$ cat src/source/sccb_tx_pkg.sv
package sccb_tx_pkg;

	////////////////////////////////////////////////////////////
	// Word geometry

	// Four 8b10b symbols per SERDES word
	localparam int unsigned SYMBOL_COUNT = 4;
	localparam int unsigned LANE_BITS = 8;
	localparam int unsigned WORD_BITS = SYMBOL_COUNT * LANE_BITS;

	// One symbol, CRC value or sequence number
	typedef logic [LANE_BITS-1:0] byte_t;

	// Lane n at bits 8n+7 down to 8n
	typedef logic [WORD_BITS-1:0] word_t;

	// One K flag per lane
	typedef logic [SYMBOL_COUNT-1:0] kmask_t;

	// Valid byte count, 0 to 4
	typedef logic [2:0] nbytes_t;

	// Lane index of the CRC byte
	typedef logic [1:0] crc_pos_t;

	////////////////////////////////////////////////////////////
	// Control codes

	// K28.5
	localparam byte_t IDLE_CODE = 8'hBC;
	// Data byte that follows K28.5 in an idle word
	localparam byte_t IDLE_FILL = 8'hB5;
	// K28.6, end of frame
	localparam byte_t STOP_CODE = 8'hDC;

	// CRC-8-ATM, x^8+x^2+x+1
	localparam byte_t CRC_POLY = 8'h07;

	////////////////////////////////////////////////////////////
	// Word types

	// Word from the transaction layer
	typedef struct packed {
		logic start;
		nbytes_t valid;
		word_t data;
	} ll_word_t;

	// Word toward the SERDES
	typedef struct packed {
		kmask_t kchar;
		word_t data;
	} serdes_word_t;

	// Where the CRC byte goes in the word of the same stage
	typedef struct packed {
		logic last;
		crc_pos_t pos;
	} crc_slot_t;

	// Transmit framing states
	typedef enum logic [1:0] {
		IDLE,
		BODY,
		CRC_SLOT
	} frame_state_t;

	// One byte into the CRC, MSB first, no reflection
	function automatic byte_t crc8_atm_byte(byte_t crc_in, byte_t din);
		byte_t c;
		c = crc_in ^ din;
		for (int b = 0; b < LANE_BITS; b++) begin
			c = c[7] ? ({c[6:0], 1'b0} ^ CRC_POLY) : {c[6:0], 1'b0};
		end
		return c;
	endfunction

endpackage

$ cat src/source/crc8_atm_engine.sv
module crc8_atm_engine (
	input logic tx_clk,
	input logic arst_n,
	// Start a new frame from zero
	input logic restart,
	input sccb_tx_pkg::word_t din,
	// Lane bound, lanes below this carry bytes
	input sccb_tx_pkg::nbytes_t din_len,
	// Lowest lane that takes part
	input sccb_tx_pkg::crc_pos_t first_lane,
	output sccb_tx_pkg::byte_t crc
);

	import sccb_tx_pkg::*;

	////////////////////////////////////////////////////////////
	// Combinational fold

	byte_t crc_seed;
	byte_t crc_next;

	// A new frame starts from zero, otherwise keep accumulating
	always_comb begin
		crc_seed = restart ? '0 : crc;
	end

	// Lanes first_lane up to din_len-1, lane 0 side first
	// din_len of 0 leaves the value alone
	always_comb begin
		crc_next = crc_seed;
		for (int i = 0; i < SYMBOL_COUNT; i++) begin
			if ((crc_pos_t'(i) >= first_lane) && (nbytes_t'(i) < din_len)) begin
				crc_next = crc8_atm_byte(crc_next, din[i*LANE_BITS +: LANE_BITS]);
			end
		end
	end

	////////////////////////////////////////////////////////////
	// Result register

	// Visible one edge after the bytes arrive
	always_ff @(posedge tx_clk or negedge arst_n) begin
		if (!arst_n) begin
			crc <= '0;
		end else begin
			crc <= crc_next;
		end
	end

endmodule

$ cat src/source/tx_frame_fsm.sv
module tx_frame_fsm (
	input logic tx_clk,
	input logic arst_n,
	// Word from the transaction layer
	input sccb_tx_pkg::ll_word_t ll,
	// Framed word, one stage ahead of the output
	output sccb_tx_pkg::serdes_word_t adv,
	// CRC position for the word in adv
	output sccb_tx_pkg::crc_slot_t slot
);

	import sccb_tx_pkg::*;

	////////////////////////////////////////////////////////////
	// State

	frame_state_t state;
	frame_state_t state_next;

	// Sequence number of the next frame, wraps at 255
	byte_t seq;
	byte_t seq_next;

	serdes_word_t adv_next;
	crc_slot_t slot_next;

	////////////////////////////////////////////////////////////
	// Next word and state

	always_comb begin
		state_next = state;
		seq_next = seq;

		// Idle word unless something else applies
		// K28.5 in lane 0, fill byte in lane 1, zero padding
		adv_next.kchar = 4'b0001;
		adv_next.data = {16'h0000, IDLE_FILL, IDLE_CODE};

		// No CRC in this word by default
		slot_next.last = 1'b0;
		slot_next.pos = 2'd0;

		case (state)
			IDLE: begin
				if (ll.start) begin
					// Start code in lane 0 passes through as a K character
					adv_next.data = ll.data;
					// Lane 1 is ours
					adv_next.data[15:8] = seq;
					seq_next = seq + 1'b1;

					if (ll.valid == 3'd3) begin
						// Frame ends in the start word itself
						// Stop in lane 3, CRC follows in a word of its own
						adv_next.kchar = 4'b1001;
						adv_next.data[31:24] = STOP_CODE;
						state_next = CRC_SLOT;
					end else begin
						state_next = BODY;
					end
				end
			end

			BODY: begin
				case (ll.valid)
					// Full payload word
					3'd4: begin
						adv_next.kchar = 4'b0000;
						adv_next.data = ll.data;
					end

					// Three bytes, stop in lane 3
					// No room for the CRC here
					3'd3: begin
						adv_next.kchar = 4'b1000;
						adv_next.data = {STOP_CODE, ll.data[23:0]};
						state_next = CRC_SLOT;
					end

					// Two bytes, stop, CRC in lane 3
					3'd2: begin
						adv_next.kchar = 4'b0100;
						adv_next.data = {8'h00, STOP_CODE, ll.data[15:0]};
						slot_next.last = 1'b1;
						slot_next.pos = 2'd3;
						state_next = IDLE;
					end

					// One byte, stop, CRC in lane 2, padding
					3'd1: begin
						adv_next.kchar = 4'b0010;
						adv_next.data = {16'h0000, STOP_CODE, ll.data[7:0]};
						slot_next.last = 1'b1;
						slot_next.pos = 2'd2;
						state_next = IDLE;
					end

					// Previous word was the last full one
					// Stop in lane 0, CRC in lane 1, padding
					default: begin
						adv_next.kchar = 4'b0001;
						adv_next.data = {24'h000000, STOP_CODE};
						slot_next.last = 1'b1;
						slot_next.pos = 2'd1;
						state_next = IDLE;
					end
				endcase
			end

			CRC_SLOT: begin
				// Carrier word for the CRC of a lane 3 stop
				// A start here is dropped
				adv_next.kchar = 4'b0000;
				adv_next.data = '0;
				slot_next.last = 1'b1;
				slot_next.pos = 2'd0;
				state_next = IDLE;
			end

			default: begin
				state_next = IDLE;
			end
		endcase
	end

	////////////////////////////////////////////////////////////
	// Registers

	// adv reset to zero so the output stays zero until the first idle
	always_ff @(posedge tx_clk or negedge arst_n) begin
		if (!arst_n) begin
			state <= IDLE;
			seq <= '0;
			adv <= '0;
			slot <= '0;
		end else begin
			state <= state_next;
			seq <= seq_next;
			adv <= adv_next;
			slot <= slot_next;
		end
	end

endmodule

$ cat src/source/tx_crc_inserter.sv
module tx_crc_inserter (
	input logic tx_clk,
	input logic arst_n,
	// Framed word from the FSM
	input sccb_tx_pkg::serdes_word_t adv,
	// Where the CRC goes, if anywhere
	input sccb_tx_pkg::crc_slot_t slot,
	// Settled CRC of the frame
	input sccb_tx_pkg::byte_t crc,
	// Word to the SERDES
	output sccb_tx_pkg::serdes_word_t out
);

	import sccb_tx_pkg::*;

	////////////////////////////////////////////////////////////
	// CRC merge

	serdes_word_t merged;

	// Lane slot.pos is padding in adv, so just overwrite it
	always_comb begin
		merged = adv;
		if (slot.last) begin
			merged.data[slot.pos*LANE_BITS +: LANE_BITS] = crc;
			// CRC is a data symbol
			merged.kchar[slot.pos] = 1'b0;
		end
	end

	////////////////////////////////////////////////////////////
	// Output register

	// Zero after reset, idles show up two edges later
	always_ff @(posedge tx_clk or negedge arst_n) begin
		if (!arst_n) begin
			out <= '0;
		end else begin
			out <= merged;
		end
	end

endmodule

$ cat src/source/sccb_tx_link.sv
module sccb_tx_link (
	input logic tx_clk,
	input logic arst_n,
	// Transaction layer side
	input logic tx_ll_start,
	input sccb_tx_pkg::nbytes_t tx_ll_valid,
	input sccb_tx_pkg::word_t tx_ll_data,
	// SERDES side
	output sccb_tx_pkg::kmask_t tx_kchar,
	output sccb_tx_pkg::word_t tx_data
);

	import sccb_tx_pkg::*;

	ll_word_t ll;
	serdes_word_t adv;
	crc_slot_t slot;
	serdes_word_t out;
	byte_t crc;

	// Inputs as one word
	assign ll.start = tx_ll_start;
	assign ll.valid = tx_ll_valid;
	assign ll.data = tx_ll_data;

	////////////////////////////////////////////////////////////
	// CRC feed

	// Only a lane 3 stop sets kchar[3] in adv
	// so the FSM is in CRC_SLOT and drops this input word
	logic crc_hold;
	assign crc_hold = adv.kchar[3];

	logic crc_restart;
	nbytes_t crc_len;
	crc_pos_t crc_first;

	assign crc_restart = tx_ll_start && !crc_hold;
	assign crc_len = crc_hold ? 3'd0 : tx_ll_valid;
	// Start word carries payload from lane 2 up
	assign crc_first = tx_ll_start ? 2'd2 : 2'd0;

	crc8_atm_engine crc8_atm_engine_inst (
		.tx_clk(tx_clk),
		.arst_n(arst_n),
		.restart(crc_restart),
		.din(tx_ll_data),
		.din_len(crc_len),
		.first_lane(crc_first),
		.crc(crc)
	);

	////////////////////////////////////////////////////////////
	// Framing and output

	tx_frame_fsm tx_frame_fsm_inst (
		.tx_clk(tx_clk),
		.arst_n(arst_n),
		.ll(ll),
		.adv(adv),
		.slot(slot)
	);

	tx_crc_inserter tx_crc_inserter_inst (
		.tx_clk(tx_clk),
		.arst_n(arst_n),
		.adv(adv),
		.slot(slot),
		.crc(crc),
		.out(out)
	);

	assign tx_kchar = out.kchar;
	assign tx_data = out.data;

endmodule

$ cat config.mk
export PLATFORM = sky130hd
export DESIGN_NAME = sccb_tx_link
export DESIGN_NICKNAME = d
export VERILOG_FILES = /design/src/source/sccb_tx_pkg.sv /design/src/source/crc8_atm_engine.sv /design/src/source/tx_frame_fsm.sv /design/src/source/tx_crc_inserter.sv /design/src/source/sccb_tx_link.sv
export SDC_FILE = /design/constraint.sdc
export NUM_CORES = 1
export LEC_CHECK = 0
export BUFFER_PORTS_ARGS = -buffer_cell sky130_fd_sc_hd__buf_4
export CORE_MARGIN = 2
export CORE_UTILIZATION = 46
export CTS_CLUSTER_DIAMETER = 40
export DETAILED_ROUTE_END_ITERATION = 8
export GPL_TIMING_DRIVEN = 1
export PLACE_DENSITY_LB_ADDON = 0.12
export SKIP_LAST_GASP = 1
export SLEW_MARGIN = 40
export SYNTH_ARGS = -nofsm -noshare
export SYNTH_HDL_FRONTEND = slang
export SYNTH_SLANG_ARGS = --single-unit
export TNS_END_PERCENT = 30
$ cat constraint.sdc
create_clock -name tx_clk -period 12.26 [get_ports tx_clk]
set_input_delay 2.452 -clock tx_clk [delete_from_list [all_inputs] [get_ports tx_clk]]
set_output_delay 2.452 -clock tx_clk [all_outputs]
set_load 0.05 [all_outputs]
Word level (Yosys, flattened, before mapping)

Index checks and enable logic that the tools add are counted.

Output and inout port bits: 36
Bits in writable memories: 0
Register bits: 93
Memories kept: 0
Bits in latches: 0
ROM bits: 0

Add/sub/neg operators: 2
$mul: 0
Order comparisons: 10
Divide/modulo/power cells: 0
Shifts and indexed selects: 2
Equality and inequality tests: 8
Reductions and logical operators: 11
Bitwise gates (word level): 38
Muxes and demuxes: 53

Operators by type and width:

| operator                | count |
|---|---|
| $pmux 36 s4             | 1 |
| $pmux 36 s3             | 1 |
| $mux 3                  | 33 |
| $not 3->3               | 32 |
| $mux 36                 | 2 |
| $mux 8                  | 5 |
| $neg 5->34              | 1 |
| $shift 8x34->32 const A | 1 |
| $shiftx 8x34->32        | 1 |
| $bwmux 32               | 1 |
| $xor 8x8->8             | 4 |
| $mux 12                 | 1 |
| $pmux 3 s3              | 1 |
| $add 8x1->8 const B     | 1 |
| $pmux 2 s2              | 2 |
| $eq 3x2->1 const B      | 2 |
| $logic_and 1x1->1       | 6 |
| $lt 1x3->1 const A      | 2 |
| $lt 2x3->1 const A      | 2 |
| $mux 2                  | 3 |
| $pmux 3 s2              | 1 |
| $and 4x4->4             | 1 |
| $ge 1x2->1 const A      | 2 |
| $ge 2x2->1 const A      | 2 |
| other kinds (14)        | 16 |

Longest topological paths before layout

Gate-level depths: netlist of run 1.

Word-level depth: 75
Depth in mapped cells: 17
Depth with buffers taken out: 14

By module

From an unflattened synthesis of run 1, not the netlist that was laid out.

Cell total of the unflattened synthesis: 626
Area, all modules: 6501.2 um^2

By module, submodules not included:

| module          | cells each | times used | seq. area each (um^2) | area each (um^2) |
|---|---|---|---|---|
| crc8_atm_engine | 289        | 1          | 200.2                 | 2538.7 |
| tx_frame_fsm    | 198        | 1          | 1226.2                | 2225.9 |
| tx_crc_inserter | 134        | 1          | 900.9                 | 1707.9 |
| sccb_tx_link    | 5          | 1          | 0.0                   | 28.8 |

Least setup slack after synthesis of run 1

OpenSTA, ideal clock, no wires.

Path type: input to register
Start point: input tx_ll_valid[0]
End point: register crc8_atm_engine_inst.crc[4]
Setup time: 80 ps
Stages: 17
Data required time: 12180 ps
Buffers on the path: 3
Data arrival time: 6299 ps
Slack: 5881 ps
Path through: buf_2 > or3_4 > nand2_1 > buf_6 > a211oi_2 > or3_1 > buf_6 > xnor3_1 > or4_4 > nand2_4 > xor2_4 > xor3_1 > nand2_2 > xor2_1 > xnor3_1 > nor2_2 > xnor2_1

Longest elaborated chain between the ends: 25
Elaborated cells between the ends (all ways): 50
Classes of those cells: 4 x order compare; 23 x mux; 19 x bitwise; 4 x reduce/logical

Ends and longest elaborated chain:

| element                              | RTL line              | text |
|---|---|---|
| from (decl)                          | sccb_tx_link.sv:6     | `input sccb_tx_pkg::nbytes_t tx_ll_valid,` |
| $mux 3 *                             | sccb_tx_link.sv:39    | `assign crc_len = crc_hold ? 3'd0 : tx_ll_valid;` |
| $lt 1x3->1                           | crc8_atm_engine.sv:32 | `if ((crc_pos_t'(i) >= first_lane) && (nbytes_t'(i) < din_len)) begin` |
| $logic_and 1x1->1                    | crc8_atm_engine.sv:32 |  |
| $mux 8                               | crc8_atm_engine.sv:32 |  |
| $xor 8x8->8                          | sccb_tx_pkg.sv:71     | `c = crc_in ^ din;` |
| $mux 3                               | sccb_tx_pkg.sv:73     | `c = c[7] ? ({c[6:0], 1'b0} ^ CRC_POLY) : {c[6:0], 1'b0};` |
| $not 3->3 (no source line)           | --                    |  |
| $mux 3                               | sccb_tx_pkg.sv:73     |  |
| [10 not listed]                      | --                    |  |
| $xor 8x8->8                          | sccb_tx_pkg.sv:71     |  |
| $mux 3                               | sccb_tx_pkg.sv:73     |  |
| $not 3->3 (no source line)           | --                    |  |
| $mux 3                               | sccb_tx_pkg.sv:73     |  |
| $not 3->3 (no source line)           | --                    |  |
| $mux 3                               | sccb_tx_pkg.sv:73     |  |
| $mux 8 *                             | crc8_atm_engine.sv:32 |  |
| net crc8_atm_engine_inst.crc_next[4] | crc8_atm_engine.sv:20 | `byte_t crc_next;` |
| to (signal assigned)                 | crc8_atm_engine.sv:46 | `crc <= crc_next;` |
| to (decl)                            | crc8_atm_engine.sv:11 | `output sccb_tx_pkg::byte_t crc` |

Mark *: on every way through the listed nets, which the timed path passes. The rest lies on a longest branch.
A chain may end at the register's enable or synchronous reset.

Worst setup path after layout of run 1

Start point: input tx_ll_start
End point: register crc8_atm_engine_inst.crc[2]

Longest elaborated chain between the ends: 30
Elaborated cells between the ends (all ways): 73
Classes of those cells: 4 x order compare; 34 x mux; 30 x bitwise; 5 x reduce/logical

Ends and longest elaborated chain:

| element                                                     | RTL line              | text |
|---|---|---|
| from (decl)                                                 | sccb_tx_link.sv:5     | `input logic tx_ll_start,` |
| $logic_and 1x1->1                                           | sccb_tx_link.sv:38    | `assign crc_restart = tx_ll_start && !crc_hold;` |
| $mux 8                                                      | crc8_atm_engine.sv:24 | `crc_seed = restart ? '0 : crc;` |
| $xor 8x8->8                                                 | sccb_tx_pkg.sv:71     |  |
| $mux 3 / $not 3->3 (equally long branches)                  | --                    |  |
| $not 3->3 (no source line) / $mux 3 (equally long branches) | --                    |  |
| $mux 3 / $not 3->3 (equally long branches)                  | --                    |  |
| $not 3->3 (no source line) / $mux 3 (equally long branches) | --                    |  |
| $mux 3                                                      | sccb_tx_pkg.sv:73     |  |
| [15 not listed]                                             | --                    |  |
| $xor 8x8->8                                                 | sccb_tx_pkg.sv:71     |  |
| $mux 3 / $not 3->3 (equally long branches)                  | --                    |  |
| $not 3->3 (no source line) / $mux 3 (equally long branches) | --                    |  |
| $mux 3 / $not 3->3 (equally long branches)                  | --                    |  |
| $not 3->3 (no source line) / $mux 3 (equally long branches) | --                    |  |
| $mux 3                                                      | sccb_tx_pkg.sv:73     |  |
| $mux 8 *                                                    | crc8_atm_engine.sv:32 |  |
| net crc8_atm_engine_inst.crc_next[2]                        | crc8_atm_engine.sv:20 |  |

Marked as above.

==> results of run 1 <==
-- layer usage --
layer | GRT usage, % | vias up
li1 | - | 1999
met1 | 29.4 | 2014
met2 | 36.3 | 164
met3 | 2.93 | 38
met4 | 9.92 | 0
met5 | 0 | -
-- worst max-delay path: cells and delay by family --
| kind | cells | cell delay [ps] |
|---|---|---|
| buffers and inverters | 1 | 140 |
| AOI/OAI and AO/OA | 1 | 270 |
| and+or+nand+nor | 3 | 730 |
| xor gates and xnor gates | 8 | 2590 |
| muxes | 2 | 480 |
-- per-stage QoR --
step	setup slack, ps	cell area (um^2)	utilization (%)	hold slack, ps	cells
final	5830	6710	55.4	467	770
after global routing	5490	6710	55.4	484	770
after floorplan	5880	5750	-	445	534
after detailed placement	5490	6370	52.6	457	754
after global placement	5620	6350	52.5	456	754
after CTS	5830	6710	55.4	469	770
-- worst min-delay path by stage --
stage                     slack [ps]                      start                           end
after floorplan                  450   tx_frame_fsm_inst.seq[7]      tx_frame_fsm_inst.seq[7]
after global placement           460  tx_frame_fsm_inst.adv[27]  tx_crc_inserter_inst.out[27]
after detailed placement         460  tx_frame_fsm_inst.adv[24]  tx_crc_inserter_inst.out[24]
after CTS                        470  tx_frame_fsm_inst.adv[27]  tx_crc_inserter_inst.out[27]
after global routing             480  tx_frame_fsm_inst.adv[31]  tx_crc_inserter_inst.out[31]
final                            470  tx_frame_fsm_inst.adv[31]  tx_crc_inserter_inst.out[31]
-- cells by family (layout without fill, tap and decap cells) --
| family | after synthesis | after routing |
|---|---|---|
| and+or+nand+nor | 158 | 158 |
| AOI/OAI and AO/OA | 118 | 118 |
| xor gates and xnor gates | 109 | 109 |
| DFF | 93 | 93 |
| buffers and inverters | 33 | 101 |
| adders and majority gates | 13 | 13 |
| muxes | 10 | 10 |
-- power groups by stage --
stage               clock [W]  sequential (W)  combinational [W]
floorplan                   0        0.000580            0.00112
global placement            0        0.000518            0.00142
detailed placement          0        0.000521            0.00143
CTS                  0.000305        0.000515            0.00144
global route         0.000318        0.000524            0.00156
finish               0.000300        0.000516            0.00144
-- flip-flops by register name, summed over array words and instances, names as in the netlist --
signal                    count
crc8_atm_engine_inst.crc      8
tx_crc_inserter_inst.out     36
tx_frame_fsm_inst.adv        36
tx_frame_fsm_inst.seq         8
tx_frame_fsm_inst.slot        3
tx_frame_fsm_inst.state       2
-- cell usage after synthesis (8+ instances only) --
cell	n	area share (%)
xor2_1	31	4.7
xnor3_1	12	4.7
inv_1	10	0.65
a22o_1	34	5.2
nand2_1	43	2.8
o21ai_0	19	1.7
nor2_1	29	1.9
ha_1	13	2.8
clkbuf_1	9	0.59
a21oi_1	16	1.4
or3_1	8	0.87
xnor2_1	60	9.1
nor3_1	9	0.78
dfrtp_1	93	40
and2_1	12	1.3
-- cell type report --
cell class | instances | area, um^2
Timing Repair Buffer | 75 | 563
Multi-Input combinational cell | 408 | 3240
Sequential cell | 93 | 2330
Inverter | 10 | 37.5
Tap cell | 168 | 210
Clock inverter | 6 | 91.3
Fill cell | 1059 | 5410
Clock buffer | 10 | 239
==> impl_metrics.env, run 1 <==
export IMPL_status="finished, final reports clean"
export IMPL_fin_crit_sh_pct=52.5
export IMPL_die_w_um=116
export IMPL_power_leakage_nw=3.05
export IMPL_max_freq_mhz=155
export IMPL_root_buffer="clkbuf_16"
export IMPL_cts_sinks=93
export IMPL_cts_buffers_inserted=9
export IMPL_synth_seq_area_share_pct=40.5
export IMPL_place_hpwl_um=10900
export IMPL_clkPwrFrac_pct=13.3
export IMPL_dieArea_um2=13400
export IMPL_synth_compound_area_share_pct=15.2
export IMPL_grt_pass1_vias=4086
export IMPL_peakVddDrop_mv=0.381
export IMPL_netlist_instances=534
export IMPL_finalSetupViolations=0
export IMPL_ant_nets=0
export IMPL_tns_ps=0
export IMPL_synthToLayoutAreaGrowth_pct=16.7
export IMPL_max_stage_delay_ps=490
export IMPL_grtUsageTotal_pct=22.1
export IMPL_drt_iter0_drc=251
export IMPL_rsz0062_at_grt="no"
export IMPL_htree_levels=3
export IMPL_synth_area_um2=5750
export IMPL_synth_seq_cells=93
export IMPL_gr_total_overflow=0
export IMPL_wl_per_cell_um=18.6
export IMPL_maxUsedRoutingLayer="met4"
export IMPL_place_congestion=0.910
export IMPL_worst_pin_slew_ps=842
export IMPL_synth_nets=585
export IMPL_fin_nets=648
export IMPL_drv_cap=0
export IMPL_clockBufferDepth=2
export IMPL_worstSetupPathType="input pin to register"
export IMPL_startpoint="tx_ll_start"
export IMPL_yosysWarnings=0
export IMPL_path_clk_slew_ps=70
export IMPL_synthArstFlopShare_pct=100
export IMPL_final_common_cell="dfrtp_1"
export IMPL_firstDrtPassIters=5
export IMPL_die_y_um=116
export IMPL_critPathArrivalTime_ps=6650
export IMPL_powerDensity_nw_per_um2=336
export IMPL_end_kind="register"
export IMPL_finalClockSkew_ps=7.87
export IMPL_syn_area_per_cell_um2=10.8
export IMPL_drc_errors=0
export IMPL_grt_pass1_wl_um=22000
export IMPL_vias=4215
export IMPL_yosys_area_share_simple_pct=14.8
export IMPL_p_int_w=0.00130
export IMPL_startpoint_type="input pin"
export IMPL_start_util_pct=47.5
export IMPL_postCtsSetupBuffers=0
export IMPL_cts_tree="yes"
export IMPL_num_antenna_cells=0
export IMPL_cp_max_fo=18
export IMPL_vias_per_cell=5.47
export IMPL_relSlewSlack_pct=43.4
export IMPL_power_frac_seq_pct=22.9
export IMPL_min_period_ps=6430
export IMPL_synth_top_family_by_area="XOR/XNOR gates"
export IMPL_worstHoldPathCells=1
export IMPL_total_power_w=0.00225
export IMPL_layout_common_cells="dfrtp_1, buf_4, xnor2_1"
export IMPL_grt_max_degree=56
export IMPL_required_ps=12480
export IMPL_synth_ff_type="dfrtp_1"
export IMPL_r2r_setup_slack_ps=7310
export IMPL_hold_violations=0
export IMPL_cts_resized=0
export IMPL_placementRows=40
export IMPL_io_pins=74
export IMPL_r2r_cells=14
export IMPL_r2r_end="crc8_atm_engine_inst.crc[2]"
export IMPL_synth_xor_area_share_pct=21.0
export IMPL_holdBufCountCts=0
export IMPL_cp_slowest_cell="xnor3_1"
export IMPL_wl_met2_um=6710
export IMPL_synthMuxAreaShare_pct=2.07
export IMPL_wirelength_um=14300
export IMPL_synthAdderAreaFrac_pct=2.83
export IMPL_sw_frac_of_total_pct=42.4
export IMPL_m1WireLength_um=6270
export IMPL_antenna_found_initial=0
export IMPL_p_comb_share_pct=63.8
export IMPL_clkLatencyLatePin_ps=330
export IMPL_core_area_um2=12100
export IMPL_drive_gt1_share_pct=20.4
export IMPL_synth_edff_count=0
export IMPL_crit_end="crc8_atm_engine_inst.crc[2]"
export IMPL_met3_length_um=776
export IMPL_hold_class="register to register"
export IMPL_crit_chain="buf_4 > nand2b_1 > nand2_2 > xnor3_1 > xor2_1 > mux2i_2 > xnor3_1 > mux2i_1 > xnor2_1 > xnor2_1 > a21oi_2 > xnor3_1 > xor2_1 > nand2_1 > xnor2_1"
export IMPL_synth_cell_types=73
export IMPL_io_buffers=73
export IMPL_power_switching_w=0.000955
export IMPL_rr_startpoint="tx_frame_fsm_inst.adv[35]"
export IMPL_final_max_slew_viol_count=0
Note: power is estimated with default switching activity, not from simulation.
==> run 2: changes to the inputs <==
clock period = 5.9 ns   (was 12.26 ns; I/O delays follow)
==> impl_metrics.env, run 2 (synthesis gave the netlist of run 1 again) <==
export IMPL_status="finished, final reports clean"
export IMPL_r2r_end="crc8_atm_engine_inst.crc[4]"
export IMPL_hold_path_end="tx_crc_inserter_inst.out[27]"
export IMPL_rr_startpoint="tx_frame_fsm_inst.adv[35]"
export IMPL_layout_common_cells="dfrtp_1, buf_4, xnor2_1"
export IMPL_fin_crit_sh_pct=87.3
export IMPL_r2r_setup_slack_ps=1230
export IMPL_die_w_um=116
export IMPL_htree_levels=3
export IMPL_relSlewSlack_pct=40.7
export IMPL_cts_sinks=93
export IMPL_io_buffers=73
export IMPL_hold_class="register to register"
export IMPL_worst_pin_slew_ps=883
export IMPL_core_area_um2=12100
export IMPL_grt_max_degree=84
export IMPL_hold_violations=0
export IMPL_cp_max_fo=12
export IMPL_postCtsSetupBuffers=0
export IMPL_grtUsageTotal_pct=22.9
export IMPL_max_freq_mhz=194
export IMPL_r2r_cells=14
export IMPL_worstHoldPathCells=1
export IMPL_clockBufferDepth=2
export IMPL_io_pins=74
export IMPL_startpoint_type="input pin"
export IMPL_start_util_pct=47.5
export IMPL_drv_cap=0
export IMPL_required_ps=6160
export IMPL_min_delay_start="tx_frame_fsm_inst.adv[27]"
export IMPL_grt_pass1_wl_um=22800
export IMPL_top_regs="tx_crc_inserter_inst.out x36, tx_frame_fsm_inst.adv x36"
export IMPL_powerDensity_nw_per_um2=698
export IMPL_worstSetupPathType="input pin to register"
export IMPL_final_max_slew_viol_count=0
export IMPL_holdBufCountCts=0
export IMPL_path_clk_slew_ps=70
export IMPL_placementRows=40
export IMPL_final_common_cell="dfrtp_1"
export IMPL_cts_buffers_inserted=9
export IMPL_clkLatencyLatePin_ps=330
export IMPL_drc_errors=0
export IMPL_drive_gt1_share_pct=20.7
export IMPL_drt_iter0_drc=296
export IMPL_wl_per_cell_um=18.8
export IMPL_root_buffer="clkbuf_16"
export IMPL_synthToLayoutAreaGrowth_pct=16.8
export IMPL_end_kind="register"
export IMPL_cts_tree="yes"
export IMPL_min_period_ps=5150
export IMPL_antenna_found_initial=0
export IMPL_finalClockSkew_ps=8.39
export IMPL_cts_resized=0
export IMPL_grt_pass1_vias=4125
export IMPL_critPathArrivalTime_ps=5410
export IMPL_tns_ps=0
export IMPL_die_y_um=116
export IMPL_gr_total_overflow=0
export IMPL_rsz0062_at_grt="no"
export IMPL_fin_nets=650
export IMPL_place_hpwl_um=11000
export IMPL_firstDrtPassIters=5
export IMPL_vias_per_cell=5.48
export IMPL_num_antenna_cells=0
export IMPL_power_leakage_nw=3.06
export IMPL_whs_ps=474
export IMPL_final_core_util_pct=55.4
export IMPL_peakVddDrop_mv=0.967
export IMPL_ant_nets=0
export IMPL_finalSetupViolations=0
export IMPL_dieArea_um2=13400
export IMPL_wirelength_um=14500
export IMPL_place_congestion=0.862
export IMPL_vias=4227
## run 2: cell types whose count changed in the layout (fill, tap and decap cells not counted)
cell | previous run | this run
buf_6 | 0 | 1
clkbuf_8 | 1 | 0
clkinv_8 | 0 | 1
clkinv_4 | 1 | 2
buf_4 | 75 | 76
inv_8 | 0 | 1
bufinv_16 | 2 | 1
clkinv_2 | 1 | 0
## run 2: worst max-delay path by stage
stage                    from                          end  slack [ps]  cells after the start
2_1_floorplan  tx_ll_valid[0]  crc8_atm_engine_inst.crc[4]         790                     17
3_3_place_gp   tx_ll_valid[2]  crc8_atm_engine_inst.crc[4]         530                     15
5_1_grt        tx_ll_valid[2]  crc8_atm_engine_inst.crc[4]         620                     15
3_5_place_dp   tx_ll_valid[2]  crc8_atm_engine_inst.crc[4]         410                     15
6_report       tx_ll_valid[2]  crc8_atm_engine_inst.crc[4]         750                     15
4_1_cts        tx_ll_valid[2]  crc8_atm_engine_inst.crc[4]         760                     15
## run 2: stage by stage
step	area, um^2	setup slack (ps)	std cells	power [W]
after floorplan	5750	793	534	0.00354
after global placement	6370	533	756	0.00404
after detailed placement	6390	413	756	0.00408
after CTS	6710	760	772	0.00470
after global routing	6710	615	772	0.00499
final	6710	751	772	0.00468
## run 2: routing by layer
metal	vias up	GRT usage [%]	wire, um
li1	2002	-	-
met1	2026	31.0	6440
met2	166	37.6	6980
met3	33	3.03	658
met4	0	9.05	448
met5	-	0	0
## run 2: critical path, cell delays in order
cell and delay [ps]:
buf_4 150, or3_4 420, nand2_1 330, o41ai_2 170
or3_1 480, xnor3_1 450, or4_4 540, nand2_4 110
xor2_4 180, xor3_1 440, nand2_2 120, xor2_1 210
xnor3_1 430, nor2_2 100, xnor2_1 120
## run 2: final cells by class
| class | instances | area, um^2 |
|---|---|---|
| inverter | 10 | 37.5 |
| clock inverter | 7 | 92.6 |
| multi-input combinational | 408 | 3240 |
| sequential | 93 | 2330 |
| fill | 1079 | 5400 |
| timing repair buffer | 77 | 582 |
| clock buffer | 9 | 225 |
| tap | 168 | 210 |
## run 2: power by group
part	internal, W	total, W	switching [W]	leakage (nW)
clock	0.000340	0.000598	0.000259	0.155
sequential	0.000855	0.00107	0.000218	1.17
combinational	0.00146	0.00301	0.00155	1.73
==> run 3: changes to the inputs <==
CORE_MARGIN = unset   (was 2)
CORE_UTILIZATION = 34   (was 46)
==> impl_metrics.env, run 3 (synthesis gave the netlist of run 1 again) <==
export IMPL_io_pins=74
export IMPL_cp_slowest_cell="or4_4"
export IMPL_vias_per_cell=5.06
export IMPL_peakVddDrop_mv=0.472
export IMPL_r2r_end="crc8_atm_engine_inst.crc[4]"
export IMPL_path_delay_family="simple AND/OR/NAND/NOR gates"
export IMPL_place_hpwl_um=11900
export IMPL_status="finished, final reports clean"
export IMPL_die_y_um=132
export IMPL_hold_class="register to register"
export IMPL_multi_input_area_um2=3230
export IMPL_vias=4173
export IMPL_firstDrtPassIters=4
export IMPL_grt_max_degree=59
export IMPL_worst_path_stages=15
export IMPL_powerDensity_nw_per_um2=695
export IMPL_path_clk_slew_ps=60
export IMPL_finalClockSkew_ps=10.9
export IMPL_drc_errors=0
export IMPL_critPathArrivalTime_ps=5470
export IMPL_num_fill_cells=1597
export IMPL_postCtsSetupBuffers=0
export IMPL_hold_violations=0
export IMPL_htree_levels=3
export IMPL_rr_startpoint="tx_frame_fsm_inst.adv[35]"
export IMPL_cts_tree="yes"
export IMPL_tns_ps=0
export IMPL_final_max_slew_viol_count=0
export IMPL_finalSetupViolations=0
export IMPL_place_congestion=0.843
export IMPL_startpoint_type="input pin"
export IMPL_cts_sinks=93
export IMPL_max_freq_mhz=193
export IMPL_crit_end="crc8_atm_engine_inst.crc[4]"
export IMPL_placementRows=47
export IMPL_wirelength_um=15700
export IMPL_crit_top_cell="xnor3_1"
export IMPL_startpoint="tx_ll_valid[2]"
export IMPL_dieArea_um2=17400
export IMPL_drive_gt1_share_pct=20.3
export IMPL_grt_pass1_wl_um=24400
export IMPL_drt_iter0_drc=185
export IMPL_wl_per_cell_um=19.0
export IMPL_end_kind="register"
export IMPL_synthToLayoutAreaGrowth_pct=18.0
export IMPL_max_stage_delay_ps=540
export IMPL_die_w_um=132
export IMPL_worst_pin_slew_ps=729
export IMPL_required_ps=6180
export IMPL_rsz0062_at_grt="no"
export IMPL_fin_crit_sh_pct=88.0
export IMPL_min_period_ps=5190
export IMPL_cts_buffers_inserted=9
export IMPL_grt_pass1_vias=4222
export IMPL_core_area_um2=16500
export IMPL_power_leakage_nw=3.06
export IMPL_total_power_w=0.00472
export IMPL_seqCellArea_um2=2330
export IMPL_holdBufCountCts=0
export IMPL_top_regs="tx_crc_inserter_inst.out x36, tx_frame_fsm_inst.adv x36"
export IMPL_worstPathBufferInverterCount=1
export IMPL_clkLatencyLatePin_ps=350
export IMPL_crit_chain="buf_4 > or3_4 > nand2_1 > o41ai_2 > or3_1 > xnor3_1 > or4_4 > nand2_4 > xor2_4 > xor3_1 > nand2_2 > xor2_1 > xnor3_1 > nor2_2 > xnor2_1"
export IMPL_final_common_cell="dfrtp_1"
export IMPL_start_util_pct=34.8
export IMPL_relSlewSlack_pct=51.4
export IMPL_ant_nets=0
export IMPL_r2r_setup_slack_ps=1180
export IMPL_r2r_cells=14
export IMPL_antenna_found_initial=0
export IMPL_worstSetupPathType="input pin to register"
export IMPL_grtUsageTotal_pct=18.7
export IMPL_num_antenna_cells=0
export IMPL_layout_common_cells="dfrtp_1, buf_4, xnor2_1"
export IMPL_whs_ps=472
export IMPL_cts_resized=0
export IMPL_clockBufferDepth=2
export IMPL_cp_max_fo=12
export IMPL_io_buffers=73
export IMPL_fin_nets=651
export IMPL_gr_total_overflow=0
export IMPL_root_buffer="clkbuf_16"
export IMPL_drv_cap=0
## run 3: final cells by class
class | count | area share (%)
Sequential cell | 93 | 34.3
Multi-Input combinational cell | 408 | 47.6
Inverter | 10 | 0.553
Clock buffer | 11 | 3.43
Timing Repair Buffer | 78 | 8.82
Tap cell | 220 | 4.06
Clock inverter | 5 | 1.22
## run 3: worst min path at each step
stage	from	to	slack, ps	cells after the start
final	tx_frame_fsm_inst.adv[26]	tx_crc_inserter_inst.out[26]	470	1
after global routing	tx_frame_fsm_inst.adv[26]	tx_crc_inserter_inst.out[26]	480	1
after CTS	tx_frame_fsm_inst.adv[26]	tx_crc_inserter_inst.out[26]	470	1
after detailed placement	tx_frame_fsm_inst.adv[24]	tx_crc_inserter_inst.out[24]	460	1
after global placement	tx_frame_fsm_inst.adv[27]	tx_crc_inserter_inst.out[27]	460	1
after floorplan	tx_frame_fsm_inst.seq[7]	tx_frame_fsm_inst.seq[7]	450	1
## run 3: layer usage
layer | vias up | GRT usage (%) | share of wire [%]
met4 | 0 | 6.46 | 1.7
li1 | 2004 | - | -
met1 | 2054 | 24.0 | 45
met3 | 16 | 2.73 | 3.4
met2 | 99 | 32.3 | 50
met5 | - | 0 | 0
## run 3: per-stage QoR
stage	std cells	utilization, %	cell area [um^2]	worst slack [ps]
after floorplan	534	-	5750	793
after CTS	824	40.9	6760	746
after detailed placement	808	39.0	6450	390
after global placement	808	38.9	6430	503
final	825	41.1	6780	708
after global routing	825	41.1	6780	514
## run 3: power by group
group | switching (W) | leakage, nW | internal, W
sequential | 0.000223 | 1.17 | 0.000855
combinational | 0.00157 | 1.74 | 0.00146
clock | 0.000238 | 0.155 | 0.000374
